## src/common/panel_pkg.sv

```systemverilog
//////////////////////////////
// Sizes are fixed at 64x32 with 3 bytes per pixel. Pixel select 3 has no storage
//////////////////////////////

package panel_pkg;

    localparam int PANEL_WIDTH = 64;
    localparam int PANEL_HEIGHT = 32;
    localparam int BYTES_PER_PIXEL = 3;

    localparam int COL_BITS = 6;
    localparam int ROW_BITS = 5;
    localparam int PIX_BITS = 2;

    localparam int FB_BYTES = PANEL_WIDTH * PANEL_HEIGHT * BYTES_PER_PIXEL;
    localparam int FB_ADDR_BITS = 13;

    typedef logic [COL_BITS-1:0] col_t;
    typedef logic [ROW_BITS-1:0] row_t;
    typedef logic [PIX_BITS-1:0] pix_t;

    // Red in the top byte, blue in the bottom byte
    typedef logic [8*BYTES_PER_PIXEL-1:0] color_t;

    localparam logic [7:0] OP_FILL_PANEL = 8'h01;
    localparam logic [7:0] OP_FILL_RECT = 8'h02;

    localparam int FILLPANEL_ARG_BYTES = 3;
    localparam int FILLRECT_ARG_BYTES = 7;
    localparam int ARG_CNT_BITS = 3;

    // Linear byte address with pixels stored row after row
    function automatic logic [FB_ADDR_BITS-1:0] fb_addr(row_t row, col_t column, pix_t pixel);
        return FB_ADDR_BITS'({row, column}) * FB_ADDR_BITS'(BYTES_PER_PIXEL)
               + FB_ADDR_BITS'(pixel);
    endfunction

endpackage
```

## src/common/fb_write_if.sv

```systemverilog
//////////////////////////////
// One byte write per cycle, qualified by write_enable
//////////////////////////////
`timescale 1ns/1ps

interface fb_write_if;

    panel_pkg::row_t row;
    panel_pkg::col_t column;
    panel_pkg::pix_t pixel;
    logic [7:0] data;
    logic write_enable;

    modport writer (
        output row, column, pixel, data, write_enable
    );

    modport memory (
        input row, column, pixel, data, write_enable
    );

endinterface

```

## src/control/control_cmd_dispatch.sv

```systemverilog
//////////////////////////////
// Unknown opcodes are dropped. ready stays low from the last argument until cmd_done
//////////////////////////////
`timescale 1ns/1ps

module control_cmd_dispatch (
    input  logic       clk,
    input  logic       reset,
    input  logic [7:0] data_in,
    input  logic       data_valid,
    output logic       ready,
    output logic       cmd_done,
    fb_write_if.writer fb
);

    typedef enum logic [1:0] {
        ST_IDLE,
        ST_ARG,
        ST_BUSY
    } state_t;

    state_t state;
    logic [7:0] opcode;
    logic [panel_pkg::ARG_CNT_BITS-1:0] arg_count;
    logic [panel_pkg::ARG_CNT_BITS-1:0] arg_last;
    logic accept;
    logic rect_sel;
    logic panel_done;
    logic rect_done;

    fb_write_if panel_bus ();
    fb_write_if rect_bus ();

    assign ready = (state != ST_BUSY);
    assign accept = data_valid && ready;
    assign rect_sel = (opcode == panel_pkg::OP_FILL_RECT);
    assign arg_last = rect_sel ?
        (panel_pkg::ARG_CNT_BITS)'(panel_pkg::FILLRECT_ARG_BYTES - 1) :
        (panel_pkg::ARG_CNT_BITS)'(panel_pkg::FILLPANEL_ARG_BYTES - 1);

    always_ff @(posedge clk) begin
        if (reset) begin
            state <= ST_IDLE;
            opcode <= 8'h00;
            arg_count <= '0;
            cmd_done <= 1'b0;
        end else begin
            cmd_done <= 1'b0;
            case (state)
                ST_IDLE: begin
                    if (accept && (data_in == panel_pkg::OP_FILL_PANEL ||
                                   data_in == panel_pkg::OP_FILL_RECT)) begin
                        opcode <= data_in;
                        arg_count <= '0;
                        state <= ST_ARG;
                    end
                end
                ST_ARG: begin
                    if (accept) begin
                        if (arg_count == arg_last) begin
                            state <= ST_BUSY;
                        end else begin
                            arg_count <= arg_count + 1'b1;
                        end
                    end
                end
                ST_BUSY: begin
                    if (panel_done || rect_done) begin
                        cmd_done <= 1'b1;
                        state <= ST_IDLE;
                    end
                end
                default: state <= ST_IDLE;
            endcase
        end
    end

    control_cmd_fillpanel i_fillpanel (
        .clk(clk),
        .reset(reset),
        .byte_in(data_in),
        .byte_valid(accept && state == ST_ARG && !rect_sel),
        .done(panel_done),
        .fb(panel_bus.writer)
    );

    control_cmd_fillrect i_fillrect (
        .clk(clk),
        .reset(reset),
        .byte_in(data_in),
        .byte_valid(accept && state == ST_ARG && rect_sel),
        .done(rect_done),
        .fb(rect_bus.writer)
    );

    // The command named by the last opcode owns the frame buffer port
    assign fb.row = rect_sel ? rect_bus.row : panel_bus.row;
    assign fb.column = rect_sel ? rect_bus.column : panel_bus.column;
    assign fb.pixel = rect_sel ? rect_bus.pixel : panel_bus.pixel;
    assign fb.data = rect_sel ? rect_bus.data : panel_bus.data;
    assign fb.write_enable = rect_sel ? rect_bus.write_enable : panel_bus.write_enable;

    // The host may only talk to us while no fill is writing
    a_ready_idle: assert property (@(posedge clk) disable iff (reset)
        ready |-> !fb.write_enable);

endmodule

```

## src/control/control_cmd_fillrect.sv

```systemverilog
//////////////////////////////
// Arguments are x1, y1, width, height, then red, green, blue
//////////////////////////////
`timescale 1ns/1ps

module control_cmd_fillrect (
    input  logic       clk,
    input  logic       reset,
    input  logic [7:0] byte_in,
    input  logic       byte_valid,
    output logic       done,
    fb_write_if.writer fb
);

    typedef enum logic [1:0] {
        ST_CAPTURE,
        ST_RUN,
        ST_FINISH
    } state_t;

    state_t state;
    logic [panel_pkg::ARG_CNT_BITS-1:0] byte_count;
    logic area_enable;
    logic area_done;
    logic [8*panel_pkg::FILLRECT_ARG_BYTES-1:0] args;

    always_ff @(posedge clk) begin
        if (reset) begin
            state <= ST_CAPTURE;
            byte_count <= '0;
            area_enable <= 1'b0;
            done <= 1'b0;
        end else begin
            done <= 1'b0;
            case (state)
                ST_CAPTURE: begin
                    if (byte_valid) begin
                        if (byte_count ==
                            (panel_pkg::ARG_CNT_BITS)'(panel_pkg::FILLRECT_ARG_BYTES - 1)) begin
                            byte_count <= '0;
                            area_enable <= 1'b1;
                            state <= ST_RUN;
                        end else begin
                            byte_count <= byte_count + 1'b1;
                        end
                    end
                end
                ST_RUN: begin
                    if (area_done) begin
                        area_enable <= 1'b0;
                        state <= ST_FINISH;
                    end
                end
                ST_FINISH: begin
                    done <= 1'b1;
                    state <= ST_CAPTURE;
                end
                default: state <= ST_CAPTURE;
            endcase
        end
    end

    always_ff @(posedge clk) begin
        if (state == ST_CAPTURE && byte_valid) begin
            args <= {args[8*panel_pkg::FILLRECT_ARG_BYTES-9:0], byte_in};
        end else if (state == ST_FINISH) begin
            args <= '0;
        end
    end

    //////////////////////////////
    // Argument layout after the last shift
    //////////////////////////////
    control_subcmd_fillarea i_fillarea (
        .clk(clk),
        .reset(reset),
        .enable(area_enable),
        .x1(args[55:48]),
        .y1(args[47:40]),
        .width(args[39:32]),
        .height(args[31:24]),
        .color(args[23:0]),
        .done(area_done),
        .fb(fb)
    );

endmodule

```

## src/control/control_cmd_fillpanel.sv

```systemverilog
//////////////////////////////
// Expects exactly three colour bytes, red first
//////////////////////////////
`timescale 1ns/1ps

module control_cmd_fillpanel (
    input  logic       clk,
    input  logic       reset,
    input  logic [7:0] byte_in,
    input  logic       byte_valid,
    output logic       done,
    fb_write_if.writer fb
);

    typedef enum logic [1:0] {
        ST_CAPTURE,
        ST_RUN,
        ST_FINISH
    } state_t;

    state_t state;
    logic [panel_pkg::ARG_CNT_BITS-1:0] byte_count;
    logic area_enable;
    logic area_done;
    panel_pkg::color_t color;

    always_ff @(posedge clk) begin
        if (reset) begin
            state <= ST_CAPTURE;
            byte_count <= '0;
            area_enable <= 1'b0;
            done <= 1'b0;
        end else begin
            done <= 1'b0;
            case (state)
                ST_CAPTURE: begin
                    if (byte_valid) begin
                        if (byte_count ==
                            (panel_pkg::ARG_CNT_BITS)'(panel_pkg::FILLPANEL_ARG_BYTES - 1)) begin
                            byte_count <= '0;
                            area_enable <= 1'b1;
                            state <= ST_RUN;
                        end else begin
                            byte_count <= byte_count + 1'b1;
                        end
                    end
                end
                ST_RUN: begin
                    if (area_done) begin
                        area_enable <= 1'b0;
                        state <= ST_FINISH;
                    end
                end
                ST_FINISH: begin
                    done <= 1'b1;
                    state <= ST_CAPTURE;
                end
                default: state <= ST_CAPTURE;
            endcase
        end
    end

    // Bytes shift in from the bottom so the first one ends up as red
    always_ff @(posedge clk) begin
        if (state == ST_CAPTURE && byte_valid) begin
            color <= {color[15:0], byte_in};
        end else if (state == ST_FINISH) begin
            color <= '0;
        end
    end

    control_subcmd_fillarea i_fillarea (
        .clk(clk),
        .reset(reset),
        .enable(area_enable),
        .x1(8'd0),
        .y1(8'd0),
        .width(8'(panel_pkg::PANEL_WIDTH)),
        .height(8'(panel_pkg::PANEL_HEIGHT)),
        .color(color),
        .done(area_done),
        .fb(fb)
    );

endmodule

```

## src/control/control_subcmd_fillarea.sv

```systemverilog
//////////////////////////////
// Inputs must stay stable while enable is high. Off-panel bytes still cost a cycle
//////////////////////////////
`timescale 1ns/1ps

module control_subcmd_fillarea (
    input  logic              clk,
    input  logic              reset,
    input  logic              enable,
    input  logic [7:0]        x1,
    input  logic [7:0]        y1,
    input  logic [7:0]        width,
    input  logic [7:0]        height,
    input  panel_pkg::color_t color,
    output logic              done,
    fb_write_if.writer        fb
);

    typedef enum logic [1:0] {
        ST_IDLE,
        ST_RUN,
        ST_DONE
    } state_t;

    state_t state;
    logic [7:0] col_off;
    logic [7:0] row_off;
    panel_pkg::pix_t pix;
    logic [8:0] col_sum;
    logic [8:0] row_sum;
    logic in_panel;
    logic last_col;
    logic last_byte;

    assign col_sum = {1'b0, x1} + {1'b0, col_off};
    assign row_sum = {1'b0, y1} + {1'b0, row_off};
    assign in_panel = (col_sum < 9'(panel_pkg::PANEL_WIDTH)) &&
                      (row_sum < 9'(panel_pkg::PANEL_HEIGHT));
    assign last_col = (col_off == width - 8'd1);
    assign last_byte = last_col && (row_off == height - 8'd1) && (pix == '0);

    always_ff @(posedge clk) begin
        if (reset) begin
            state <= ST_IDLE;
            col_off <= '0;
            row_off <= '0;
            pix <= '0;
        end else begin
            case (state)
                ST_IDLE: begin
                    if (enable) begin
                        col_off <= '0;
                        row_off <= '0;
                        pix <= (panel_pkg::PIX_BITS)'(panel_pkg::BYTES_PER_PIXEL - 1);
                        // An empty area goes straight to done
                        state <= (width == 8'd0 || height == 8'd0) ? ST_DONE : ST_RUN;
                    end
                end
                ST_RUN: begin
                    if (pix != '0) begin
                        pix <= pix - 1'b1;
                    end else begin
                        pix <= (panel_pkg::PIX_BITS)'(panel_pkg::BYTES_PER_PIXEL - 1);
                        if (last_col) begin
                            col_off <= '0;
                            row_off <= row_off + 8'd1;
                        end else begin
                            col_off <= col_off + 8'd1;
                        end
                        if (last_byte) begin
                            state <= ST_DONE;
                        end
                    end
                end
                ST_DONE: begin
                    if (!enable) begin
                        state <= ST_IDLE;
                    end
                end
                default: state <= ST_IDLE;
            endcase
        end
    end

    assign done = (state == ST_DONE);

    assign fb.row = row_sum[panel_pkg::ROW_BITS-1:0];
    assign fb.column = col_sum[panel_pkg::COL_BITS-1:0];
    assign fb.pixel = pix;
    assign fb.data = color[8*pix +: 8];
    // Clipping happens here and the walk itself is never shortened
    assign fb.write_enable = (state == ST_RUN) && in_panel;

    // Writes stay inside the requested rectangle, and only while the owning
    // command still holds enable
    a_write_clipped: assert property (@(posedge clk) disable iff (reset)
        fb.write_enable |-> enable && (col_off < width) && (row_off < height));

endmodule

```

## src/flat_wrapper.sv

```systemverilog
// flat-port wrapper written by rule: the top's interface ports become plain ports
module control_cmd_dispatch_flat 
  (clk, reset, data_in, data_valid, ready, cmd_done, fb_row, fb_column, fb_pixel, fb_data, fb_write_enable);
  fb_write_if fb_i ();
  input  logic clk;
  input  logic reset;
  input  logic [7:0] data_in;
  input  logic data_valid;
  output logic ready;
  output logic cmd_done;
  output wire logic [$bits(fb_i.row)-1:0] fb_row;
  output wire logic [$bits(fb_i.column)-1:0] fb_column;
  output wire logic [$bits(fb_i.pixel)-1:0] fb_pixel;
  output wire logic [$bits(fb_i.data)-1:0] fb_data;
  output wire logic [$bits(fb_i.write_enable)-1:0] fb_write_enable;
  assign fb_row = fb_i.row;
  assign fb_column = fb_i.column;
  assign fb_pixel = fb_i.pixel;
  assign fb_data = fb_i.data;
  assign fb_write_enable = fb_i.write_enable;
  control_cmd_dispatch u_core (.clk(clk), .reset(reset), .data_in(data_in), .data_valid(data_valid), .ready(ready), .cmd_done(cmd_done), .fb(fb_i));
endmodule
```

## config.mk

```make
export PLATFORM = sky130hd
export DESIGN_NAME = control_cmd_dispatch_flat
export DESIGN_NICKNAME = d
export VERILOG_FILES = /design/src/common/panel_pkg.sv /design/src/common/fb_write_if.sv /design/src/control/control_cmd_dispatch.sv /design/src/control/control_cmd_fillrect.sv /design/src/control/control_cmd_fillpanel.sv /design/src/control/control_subcmd_fillarea.sv /design/src/flat_wrapper.sv
export SDC_FILE = /design/constraint.sdc
export NUM_CORES = 1
export LEC_CHECK = 0
export BUFFER_PORTS_ARGS = -buffer_cell sky130_fd_sc_hd__buf_2
export CORE_ASPECT_RATIO = 1.25
export CORE_MARGIN = 5
export CORE_UTILIZATION = 40
export CTS_CLUSTER_DIAMETER = 40
export DETAILED_ROUTE_END_ITERATION = 8
export HOLD_SLACK_MARGIN = 0.03
export RECOVER_POWER = 25
export SYNTH_ARGS = -nofsm -noshare
export SYNTH_HDL_FRONTEND = slang
export SYNTH_SLANG_ARGS = --single-unit
```

## constraint.sdc

```tcl
create_clock -name clk -period 9.3 [get_ports clk]
set_clock_uncertainty 0.1 [all_clocks]
set_input_delay 1.86 -clock clk [delete_from_list [all_inputs] [get_ports clk]]
set_output_delay 1.86 -clock clk [all_outputs]
set_load 0.03 [all_outputs]
```

# Word level (Yosys, flattened, before mapping)
# Cells that the tools add are included.
# word_totals
ff_bits,148
word_cells,210
# op_classes
n_addsub,13
order_cmp,4
n_eq_ne,42
shifts,2
n_mux,71
bitwise_logic,1
reduce_logical,55
# op_table
operator,count
56-bit 2-to-1 mux,2
8-bit 2-to-1 mux,11
8-bit case mux with 2 select lines,4
2-bit 2-to-1 mux,24
24-bit 2-to-1 mux,2
24-bit by 6-bit variable part select with 8-bit output,2
"8-bit by 1-bit adder with 8-bit output, second input constant",4
4-bit AND reduction,8
"2-bit inequality test, second input constant",14
8-bit by 8-bit adder with 9-bit output,2
3-bit 2-to-1 mux,6
2-bit case mux with 3 select lines,3
2-bit nonzero test,9
"8-bit by 2-bit == test with 1-bit output, second input constant",2
8-bit == test,2
8-bit zero test,2
"2-bit by 1-bit inequality test with 1-bit output, second input constant",8
2-bit case mux with 2 select lines,4
"8-bit by 1-bit subtractor with 8-bit output, second input constant",2
1-bit logical AND,15
2-bit zero test,7
3-bit AND reduction,4
"2-bit by 1-bit == test with 1-bit output, second input constant",5
"2-bit == test, second input constant",5
other kinds (22),41

# Longest topological paths before layout
# Gate-level depths: netlist of run 1.
# logic_depth
ltp_word,7
ltp_mapped,10

# Modules after synthesis
# Synthesis of run 1 repeated with hierarchy kept, for this count alone.
# unflattened
hier_cells,902
hier_area_um2,8931.1
# by_module_without_submodules
module,n_inst,cells_each,area_each_um2,seq_area_each_um2
control_cmd_fillrect,1,149,2376.0,1821.7
control_subcmd_fillarea at u_core.i_fillrect.i_fillarea,1,296,2255.9,400.4
control_subcmd_fillarea at u_core.i_fillpanel.i_fillarea,1,273,2169.6,400.4
control_cmd_fillpanel,1,84,1193.6,860.8
control_cmd_dispatch,1,100,935.9,280.3

# Worst setup path after synthesis of run 1
# Ideal clock, no wire load.
# synth_path
kind,register -> output
from,register u_core.i_fillrect.args[48] in the netlist's numbering
to,output fb_write_enable
arrival_ns,2.341
required_ns,7.340
path_slack_ns,4.999
stages_incl_launch_ff,9
n_path_buf,0
path_cell_list,edfxtp_1 -> ha_1 -> fa_1 -> a21o_1 -> a21oi_1 -> nor2b_1 -> o211ai_1 -> nand4_1 -> o21ai_0
# synth_between
elab_chain_len,5
# synth_rtl
item,line,rtl
"start, declared",control_cmd_fillrect.sv:25,logic [8*panel_pkg::FILLRECT_ARG_BYTES-1:0] args;
"start signal, assigned",control_cmd_fillrect.sv:65,"args <= {args[8*panel_pkg::FILLRECT_ARG_BYTES-9:0], byte_in};"
8-bit by 8-bit adder with 9-bit output,control_subcmd_fillarea.sv:35,"assign col_sum = {1'b0, x1} + {1'b0, col_off};"
9-bit by 7-bit less-than comparator with 1-bit output,control_subcmd_fillarea.sv:37,assign in_panel = (col_sum < 9'(panel_pkg::PANEL_WIDTH)) &&
1-bit logical AND,control_subcmd_fillarea.sv:37,
1-bit logical AND,control_subcmd_fillarea.sv:92,assign fb.write_enable = (state == ST_RUN) && in_panel;
1-bit 2-to-1 mux,control_cmd_dispatch.sv:101,assign fb.write_enable = rect_sel ? rect_bus.write_enable : panel_bus.write_enable;
"end, declared",flat_wrapper.sv:15,output wire logic [$bits(fb_i.write_enable)-1:0] fb_write_enable;
# Every way passes these cells.

# Final worst setup path of run 1
# layout_path
from,register u_core.opcode[7]
to,output fb_data[4]
# layout_between
elab_chain_len,2
# layout_rtl
item,line,rtl
"start, declared",control_cmd_dispatch.sv:23,logic [7:0] opcode;
"start signal, assigned",control_cmd_dispatch.sv:53,opcode <= data_in;
8-bit by 2-bit == test with 1-bit output,control_cmd_dispatch.sv:36,assign rect_sel = (opcode == panel_pkg::OP_FILL_RECT);
8-bit 2-to-1 mux,control_cmd_dispatch.sv:100,assign fb.data = rect_sel ? rect_bus.data : panel_bus.data;
"end, declared",flat_wrapper.sv:14,output wire logic [$bits(fb_i.data)-1:0] fb_data;
# Every way passes these cells.

==> results.md, run 1 <==
* Status: finished, violations left
* Violated checks: capacitance limit, slew limit
* RSZ-0062 raised after global routing: no
* Drt wl/cell at 17.1 um
* DR vias/cell at 5.57
* Clock tree from TritonCTS: done
* Synth warn at 0
* Drt initial violations at 380
* Final Hold Fails at 0
* Worst skew pair latency at 420 ps
* Die area at 0.0218 sq mm
* Final Max Tran Viols at 99
* Final net count at 820
* Post-layout minimum cycle time at 4690 ps
* Max clock buf depth at 2
* Crit path cell chain: nor4b_1, nand2_1, and3_1, a31oi_1, o221ai_1, buf_2
* MaxCap Viol Count at 2
* Worst vdd ir at 0.125 mV
* Clock sinks at 148
* Max Fclk at 213 MHz
* Total gr overflow at 0
* # hold bufs at CTS at 0
* Drc violations at 0
* Num CTS Buffers at 17
* DRT Pass-1 Iters at 5
* CP arrival at 2730 ps
* Vias in the first global route at 5683
* Async SR Flop Fraction at 0%
* Largest net degree at the start of global routing at 57
* Setup Crit Path Kind: register to output pin
* Die Y at 164 um
* Setup_tns at 0 ps
* Root Buffer: clkbuf_16
* Mapped Cells at 746
* Cell Area, Placed at 0.00801 sq mm
* Synth-to-Final Area Change at 12.5%
* Syn Nets at 789
* RePlAce Congestion at 0.878
* Resized Gates After CTS at 0
* Finished Layout Cells at 1022
* Max Fanout on Critical Path at 31
* Core Footprint at 0.0187 sq mm
* Clk pin slew, worst setup/hold paths at 60 ps
* # Post-CTS Setup Buffers at 0
* Distinct cells, synth at 65
* Max stage delay on crit path at 650 ps
* Ranking of synthesized cells by area: edfxtp_1, dfxtp_1, and2_1, ha_1, mux2i_1
* PwrDens at 158 mW/mm^2
* Sequential area share after synthesis at 49.6%
* Antenna Nets Post-Route at 0
* Slew @ Worst Pin at 1990 ps
* Tot GR Track Use at 16.4%
* Avg Cell Area, Syn at 10.2 sq um
* Leakage at 3.11 nW
* Mapped Area at 0.00759 sq mm
* Routed vias at 5688
* Antenna violations before repair at 0
* Worst EP required at 7340 ps
* Fill cells at 1733
* Die W at 133 um
* First-pass GRT wire length at 28800 um
* Crit end category: output pin
* Post-synth EDFFs at 80
* Area leader, netlist: edfxtp_1
* Post-layout util at 45.6%
* CP max stage cell: nand2_1
* Worst rel slew slack at -32.5%
* Initial core utilization at 40.6%
* Port buffer count at 34
* Hold Crit Class: register to register
* DP Wirelength at 12500 um
* Tcrit/Tclk final at 50.4%
* Final instance area at 0.00854 sq mm
* H-Tree Depth at 4
* I/O pins at 35
* Final number of setup-violating endpoints at 0
* Rows at 56
* CP startpoint kind: register
* ANT cells at 0
* Top_reg_cell synth: edfxtp_1
* Placed cells at 990
* Yosys top cell area share at 31.7%
* PnR Total Power at 0.00135 W
* Share of layout cells above drive strength 1 at 10.3%
* Detailed Route WL at 17500 um
* Seq cells post-synth at 148
cells in the final DEF, fill, tap and decap left out, types with 10 or more instances in the layout:
cell type / count
edfxtp_1: 80
dfxtp_1: 68
nand2_1: 64
nor2_1: 59
and2_1: 58
buf_2: 33
ha_1: 30
a21oi_1: 26
inv_1: 25
xor2_1: 25
mux2i_1: 25
nand3_1: 22
and3_1: 20
and2_0: 19
xnor2_1: 18
o21ai_0: 17
clkbuf_16: 17
nor3_1: 15
nor4_1: 11
nand4_1: 11
or3_1: 11
a31oi_1: 10
state kept, by name, indices dropped and copies added, names as in the netlist, 2 cells and up:
name                                    count
u_core.i_fillpanel.color                   24
u_core.arg_count                            3
u_core.i_fillrect.i_fillarea.fb.pixel       2
u_core.opcode                               8
u_core.i_fillrect.i_fillarea.col_off        8
u_core.i_fillpanel.i_fillarea.row_off       8
u_core.state                                2
u_core.i_fillrect.i_fillarea.state          2
u_core.i_fillpanel.i_fillarea.fb.pixel      2
u_core.i_fillrect.byte_count                3
u_core.i_fillrect.args                     56
u_core.i_fillrect.i_fillarea.row_off        8
u_core.i_fillpanel.byte_count               3
u_core.i_fillpanel.state                    2
u_core.i_fillpanel.i_fillarea.col_off       8
u_core.i_fillrect.state                     2
u_core.i_fillpanel.i_fillarea.state         2
per-layer routing:
metal / routed length [um] / GRT usage (%) / part of all wire, % / vias to the layer above
met4: 467 / 6.45 / 2.7 / 0
met3: 796 / 3.28 / 4.6 / 32
met2: 8400 / 27.5 / 48 / 149
met1: 7790 / 21.0 / 45 / 2752
met5: 0 / 0 / 0 / -
li1: - / - / - / 2755
synth_stat cells, types with 5 or more instances:
master	number
ha_1	30
nor2_1	59
mux2i_1	25
nand2b_1	9
o221ai_1	7
nor3_1	15
nor4_1	11
nand3_1	22
o21ai_0	17
a21oi_1	26
a21o_1	6
a31oi_1	10
or3_1	11
nand4_1	11
xnor2_1	18
inv_1	25
xor2_1	25
edfxtp_1	80
and2_1	77
dfxtp_1	68
clkbuf_1	23
or4_1	5
nand2_1	65
nor2b_1	5
and3_1	20
power breakdown:
part / internal (W) / switching, W / total [W]
Clock: 0.000370 / 0.000280 / 0.000650
Sequential: 0.000682 / 0.000000124 / 0.000682
Combinational: 0.00000402 / 0.00000974 / 0.0000138
area by class of cell:
cell class	instances	area, sq um	share of cell area, %
Sequential cell	148	3760	44.1
Inverter	26	97.6	1.14
Tap cell	232	290	3.40
Timing Repair Buffer	41	210	2.46
Clock inverter	14	130	1.52
Multi-Input combinational cell	543	3620	42.4
Clock buffer	18	429	5.03
worst paths after layout:
path	from	endpoint	cells past startpoint	slack (ps)
worst max-delay path	u_core.opcode[7]	fb_data[4]	6	4610
worst min-delay path	u_core.opcode[6]	u_core.opcode[6]	1	380
worst max register to register	u_core.opcode[7]	u_core.i_fillrect.byte_count[2]	6	5490
worst min register to register	u_core.opcode[6]	u_core.opcode[6]	1	380
metrics by stage:
stage | hold slack (ps) | setup WS, ps
floorplan | 352 | 5000
global placement | 365 | 5190
detailed placement | 372 | 5080
CTS | 383 | 4610
global route | 398 | 4290
finish | 384 | 4610
cells by family after synthesis:
family / count (synthesis) / share of synthesized area (%)
DFF: 148 / 49.6
muxes: 28 / 3.74
adders and majority gates: 32 / 5.47
buffers and inverters: 55 / 2.75
xor gates and xnor gates: 43 / 4.96
AOI/OAI and AO/OA: 108 / 10.0
and+or+nand+nor: 332 / 23.4
worst max-delay path, delay by kind of cell (launching register included):
| kind | cells | cell delay [ps] |
|---|---|---|
| AND/OR/NAND/NOR | 3 | 1480 |
| flip-flops | 1 | 310 |
| AO/OA/AOI/OAI | 2 | 310 |
| buffers and inverters | 1 | 200 |
(Power assumes the default switching activity.)
==> run 2, diff against run 1 <==
- clock period: 9.3 -> 3.8 ns (I/O delays scaled with it)
==> run 2 against run 1 <==
Count of clock-buffer cells in the layout fell by 1. Worst setup slack lost 4300 ps. Largest cell class unchanged. Clock power is 140% higher. Global-route usage down 0.24 points. Design area increased by 0.45%. Die area unchanged. Largest power group unchanged. The run now ends clean. Power is 140% higher. Final cell count up 0.29%. Worst hold slack gained 0.66 ps.
==> results.md, run 2 (same netlist as run 1, synthesis figures left out) <==
* Status: complete, no violations
* Die W at 133 um
* Hold WS at 384 ps
* Leakage at 3.12 nW
* Setup Crit Path Kind: register to output pin
* MaxCap Viol Count at 0
* PwrDens at 383 mW/mm^2
* DP Wirelength at 12300 um
* Antenna violations before repair at 0
* PnR Total Power at 0.00329 W
* Setup_tns at 0 ps
* # Post-CTS Setup Buffers at 0
* Final Hold Fails at 0
* Root Buffer: clkbuf_16
* Max Fclk at 286 MHz
* Drc violations at 0
* Share of layout cells above drive strength 1 at 10.5%
* Routed vias at 5633
* Most common cell after layout, fill and taps aside: edfxtp_1
* Biggest register: u_core.i_fillrect.args
* Rows at 56
* Die Y at 164 um
* Final number of setup-violating endpoints at 0
* Max Fanout on Critical Path at 2
* Vias in the first global route at 5702
* DRT Pass-1 Iters at 5
* Max stage delay on crit path at 410 ps
* Clock tree from TritonCTS: done
* Die area at 0.0218 sq mm
* Crit path cell chain: ha_1, fa_1, a21o_1, a21oi_1, nor2b_1, o211ai_1, nand4_1, o21ai_0, buf_2
* Worst skew pair latency at 420 ps
* Detailed Route WL at 17100 um
* Port buffer count at 34
* # hold bufs at CTS at 0
* Post-layout minimum cycle time at 3500 ps
* Fill cells at 1749
* Crit end category: output pin
* Max clock buf depth at 2
* RSZ-0062 raised after global routing: no
* Antenna Nets Post-Route at 0
* Total gr overflow at 0
* Drt wl/cell at 16.7 um
* Hold Crit Class: register to register
* Most frequent cells in the layout: edfxtp_1, dfxtp_1, nand2_1
* Tcrit/Tclk final at 92.0%
* Largest net degree at the start of global routing at 57
* Worst EP required at 2940 ps
* RePlAce Congestion at 0.808
* CP arrival at 2640 ps
* Worst rel slew slack at 10.4%
* Final net count at 823
* First-pass GRT wire length at 28200 um
* DR vias/cell at 5.50
* Drt initial violations at 306
* Worst vdd ir at 0.307 mV
* Core Footprint at 0.0187 sq mm
* Slew @ Worst Pin at 1340 ps
* Clock sinks at 148
* I/O pins at 35
* Post-layout util at 45.9%
* Final instance area at 0.00858 sq mm
* CP startpoint kind: register
* Cell Area, Placed at 0.00804 sq mm
* ANT cells at 0
* Resized Gates After CTS at 0
* Final Max Tran Viols at 0
* Clk pin slew, worst setup/hold paths at 60 ps
* Synth-to-Final Area Change at 13.0%
* Tot GR Track Use at 16.2%
* Initial core utilization at 40.6%
* CP max stage cell: fa_1
* Top Registers: u_core.i_fillrect.args x56, u_core.i_fillpanel.color x24
* Num CTS Buffers at 17
* H-Tree Depth at 4
* Number of flip-flops in the largest register at 56
-- run 2: cell count changes in the layout (fill, tap and decap cells not counted), sizes merged --
cell    before  now
buf         37   38
clkbuf      22   23
clkinv       7    9
inv         28   27
-- run 2: area by class of cell --
type / count / area, sq um / share of cell area [%]
flip-flops and latches: 148 / 3760 / 43.9
multi-input cells: 543 / 3620 / 42.3
clock buffers: 17 / 425 / 4.96
well taps: 232 / 290 / 3.38
repair buffers: 44 / 243 / 2.83
clock inverters: 15 / 134 / 1.56
inverters: 26 / 97.6 / 1.14
-- run 2: path summary, 6_finish.rpt --
kind,startpoint,endpoint,slack (ps),depth (start not counted)
max,u_core.i_fillrect.args[48],fb_write_enable,300,9
min,u_core.arg_count[1],u_core.arg_count[1],380,2
min reg2reg,u_core.arg_count[1],u_core.arg_count[1],380,2
max reg2reg,u_core.opcode[1],u_core.i_fillpanel.color[23],820,6
-- run 2: critical path: cells and delay by family (launching register included) --
kind / cells / cell delay (ps)
adder cells (fa/ha/maj): 2 / 650
AND/OR/NAND/NOR: 2 / 210
AO/OA/AOI/OAI: 4 / 770
buffers and inverters: 1 / 220
flip-flops: 1 / 370
-- run 2: routing by layer --
metal / up-vias / wire (um) / track usage (%)
met4: 0 / 191 / 4.35
met5: - / 0 / 0
met3: 17 / 696 / 4.17
met2: 110 / 8700 / 28.8
met1: 2729 / 7530 / 19.5
li1: 2777 / - / -
-- run 2: report_power, final --
group          leakage [nW]  total (W)  switching, W  internal, W
clock network         0.261    0.00158      0.000681     0.000902
registers              1.25    0.00167   0.000000248      0.00167
logic                  1.61  0.0000335     0.0000233    0.0000102
total                  3.12    0.00329      0.000704      0.00258
-- run 2: stage by stage --
step	setup slack [ps]	instances
CTS	285	1025
global route	194	1025
finish	305	1025
detailed placement	748	993
floorplan	599	746
global placement	857	993
==> run 3, diff against run 2 <==
- CORE_ASPECT_RATIO: 1.25 -> default
==> run 3 against run 2 <==
The run now ends with capacitance limit, slew limit left. Power increased by 2.5%. Register-to-register slack got worse by 90 ps. Worst setup slack got worse by 35 ps. Final cell count increased by 0.20%. Worst hold slack improved by 2.6 ps. First-iteration DRC count increased by 1.3%. Fmax decreased by 0.98%. Wire length decreased by 0.69%. Critical path type unchanged. Critical endpoint unchanged.
==> results.md, run 3 (same netlist as run 1, synthesis figures left out) <==
* DRT Pass-1 Iters at 4
* Worst EP required at 2940 ps
* Detailed Route WL at 17000 um
* Hold Crit Class: register to register
* Setup_tns at 0 ps
* MaxCap Viol Count at 1
* I/O pins at 35
* Share of layout cells above drive strength 1 at 10.6%
* Resized Gates After CTS at 0
* Largest net degree at the start of global routing at 57
* CP arrival at 2670 ps
* Antenna Nets Post-Route at 0
* DR vias/cell at 5.44
* Worst vdd ir at 0.291 mV
* Max Fclk at 283 MHz
* DP Wirelength at 12300 um
* First-pass GRT wire length at 28000 um
* RSZ-0062 raised after global routing: no
* Biggest register: u_core.i_fillrect.args
* Vias in the first global route at 5648
* Initial core utilization at 40.6%
* Top Registers: u_core.i_fillrect.args x56, u_core.i_fillpanel.color x24
* Rows at 50
* Clk pin slew, worst setup/hold paths at 70 ps
* # hold bufs at CTS at 0
* Max clock buf depth at 2
* Slew @ Worst Pin at 1870 ps
* Most Crowded Layer GR: met2
* Met1 GRT Util at 20.7%
* Clock sinks at 148
* Final Hold Fails at 0
* Die Y at 148 um
* Port buffer count at 34
* PwrDens at 391 mW/mm^2
* Final net count at 823
* ANT cells at 0
* Worst skew pair latency at 430 ps
* PnR Total Power at 0.00337 W
* Setup Crit Path Kind: register to output pin
* Worst R2R Setup Slack at 730 ps
* Crit end category: output pin
* Tot GR Track Use at 16.0%
* Drt wl/cell at 16.6 um
* Final number of setup-violating endpoints at 0
* Routed vias at 5591
* Violated checks: capacitance limit, slew limit
* Tcrit/Tclk final at 92.9%
* Clock tree from TritonCTS: done
* CP startpoint kind: register
* Num CTS Buffers at 17
* Max Fanout on Critical Path at 2
* Number of flip-flops in the largest register at 56
* Total gr overflow at 0
* Most frequent cells in the layout: edfxtp_1, dfxtp_1, nand2_1
* Final instance area at 0.00860 sq mm
* Final Max Tran Viols at 44
* Drt initial violations at 310
* Die area at 0.0218 sq mm
* Routing usage on met2 at 26.7%
* Worst rel slew slack at -24.5%
* Most common cell after layout, fill and taps aside: edfxtp_1
* Antenna violations before repair at 0
* Root Buffer: clkbuf_16
* Leakage at 3.14 nW
* Drc violations at 0
* Die W at 148 um
* Grt met3 use at 3.53%
* H-Tree Depth at 4
* Core Footprint at 0.0187 sq mm
* Status: finished, violations left
* Synth-to-Final Area Change at 13.3%
* Cell Area, Placed at 0.00804 sq mm
* # Post-CTS Setup Buffers at 0
* RePlAce Congestion at 0.868
* Post-layout minimum cycle time at 3530 ps
run 3: cell types whose count changed in the layout (fill, tap and decap cells not counted), moves of 2 or more:
cell and change:
clkinv_1 -2, inv_8 +4, clkinv_4 -4, clkinvlp_4 -3, inv_6 +5
run 3: cell type report:
| class | instances | area [sq um] |
|---|---|---|
| clock inverter | 15 | 158 |
| tap | 234 | 293 |
| fill | 1746 | 10100 |
| multi-input combinational | 543 | 3620 |
| inverter | 26 | 97.6 |
| clock buffer | 17 | 425 |
| sequential | 148 | 3760 |
| timing repair buffer | 44 | 239 |
run 3: critical path: stages, from the launching register on:
cell and delay, ps:
edfxtp_1 370, ha_1 230, fa_1 400, a21o_1 180
a21oi_1 220, nor2b_1 90, o211ai_1 220, nand4_1 160
o21ai_0 160, buf_2 220
run 3: per-layer routing:
metal	routed length [um]	vias up	part of all wire, %
met2	8090	121	48
met5	0	-	0
met3	753	18	4.4
li1	-	2770	-
met4	228	0	1.3
met1	7930	2682	47
run 3: per-stage QoR:
| step | util, % | worst slack (ps) | cells | hold slack (ps) |
|---|---|---|---|---|
| after floorplan | - | 599 | 746 | 352 |
| after global placement | 43.0 | 866 | 995 | 362 |
| after detailed placement | 43.0 | 745 | 995 | 377 |
| after CTS | 46.1 | 282 | 1027 | 390 |
| after global routing | 46.0 | 111 | 1027 | 404 |
| final | 46.0 | 270 | 1027 | 387 |
run 3: final timing paths:
| kind | from | endpoint | cells after the start |
|---|---|---|---|
| worst max-delay path | u_core.i_fillrect.args[48] | fb_write_enable | 9 |
| worst min-delay path | u_core.arg_count[1] | u_core.arg_count[1] | 2 |
| worst max register to register | u_core.opcode[1] | u_core.i_fillpanel.color[20] | 6 |
| worst min register to register | u_core.arg_count[1] | u_core.arg_count[1] | 2 |
run 3: power breakdown:
part / internal, W / leakage (nW) / switching [W] / total, W
Clock: 0.000933 / 0.288 / 0.000732 / 0.00166
Combinational: 0.00000985 / 1.60 / 0.0000231 / 0.0000330
Sequential: 0.00167 / 1.25 / 0.000000258 / 0.00167
Total: 0.00261 / 3.14 / 0.000756 / 0.00337
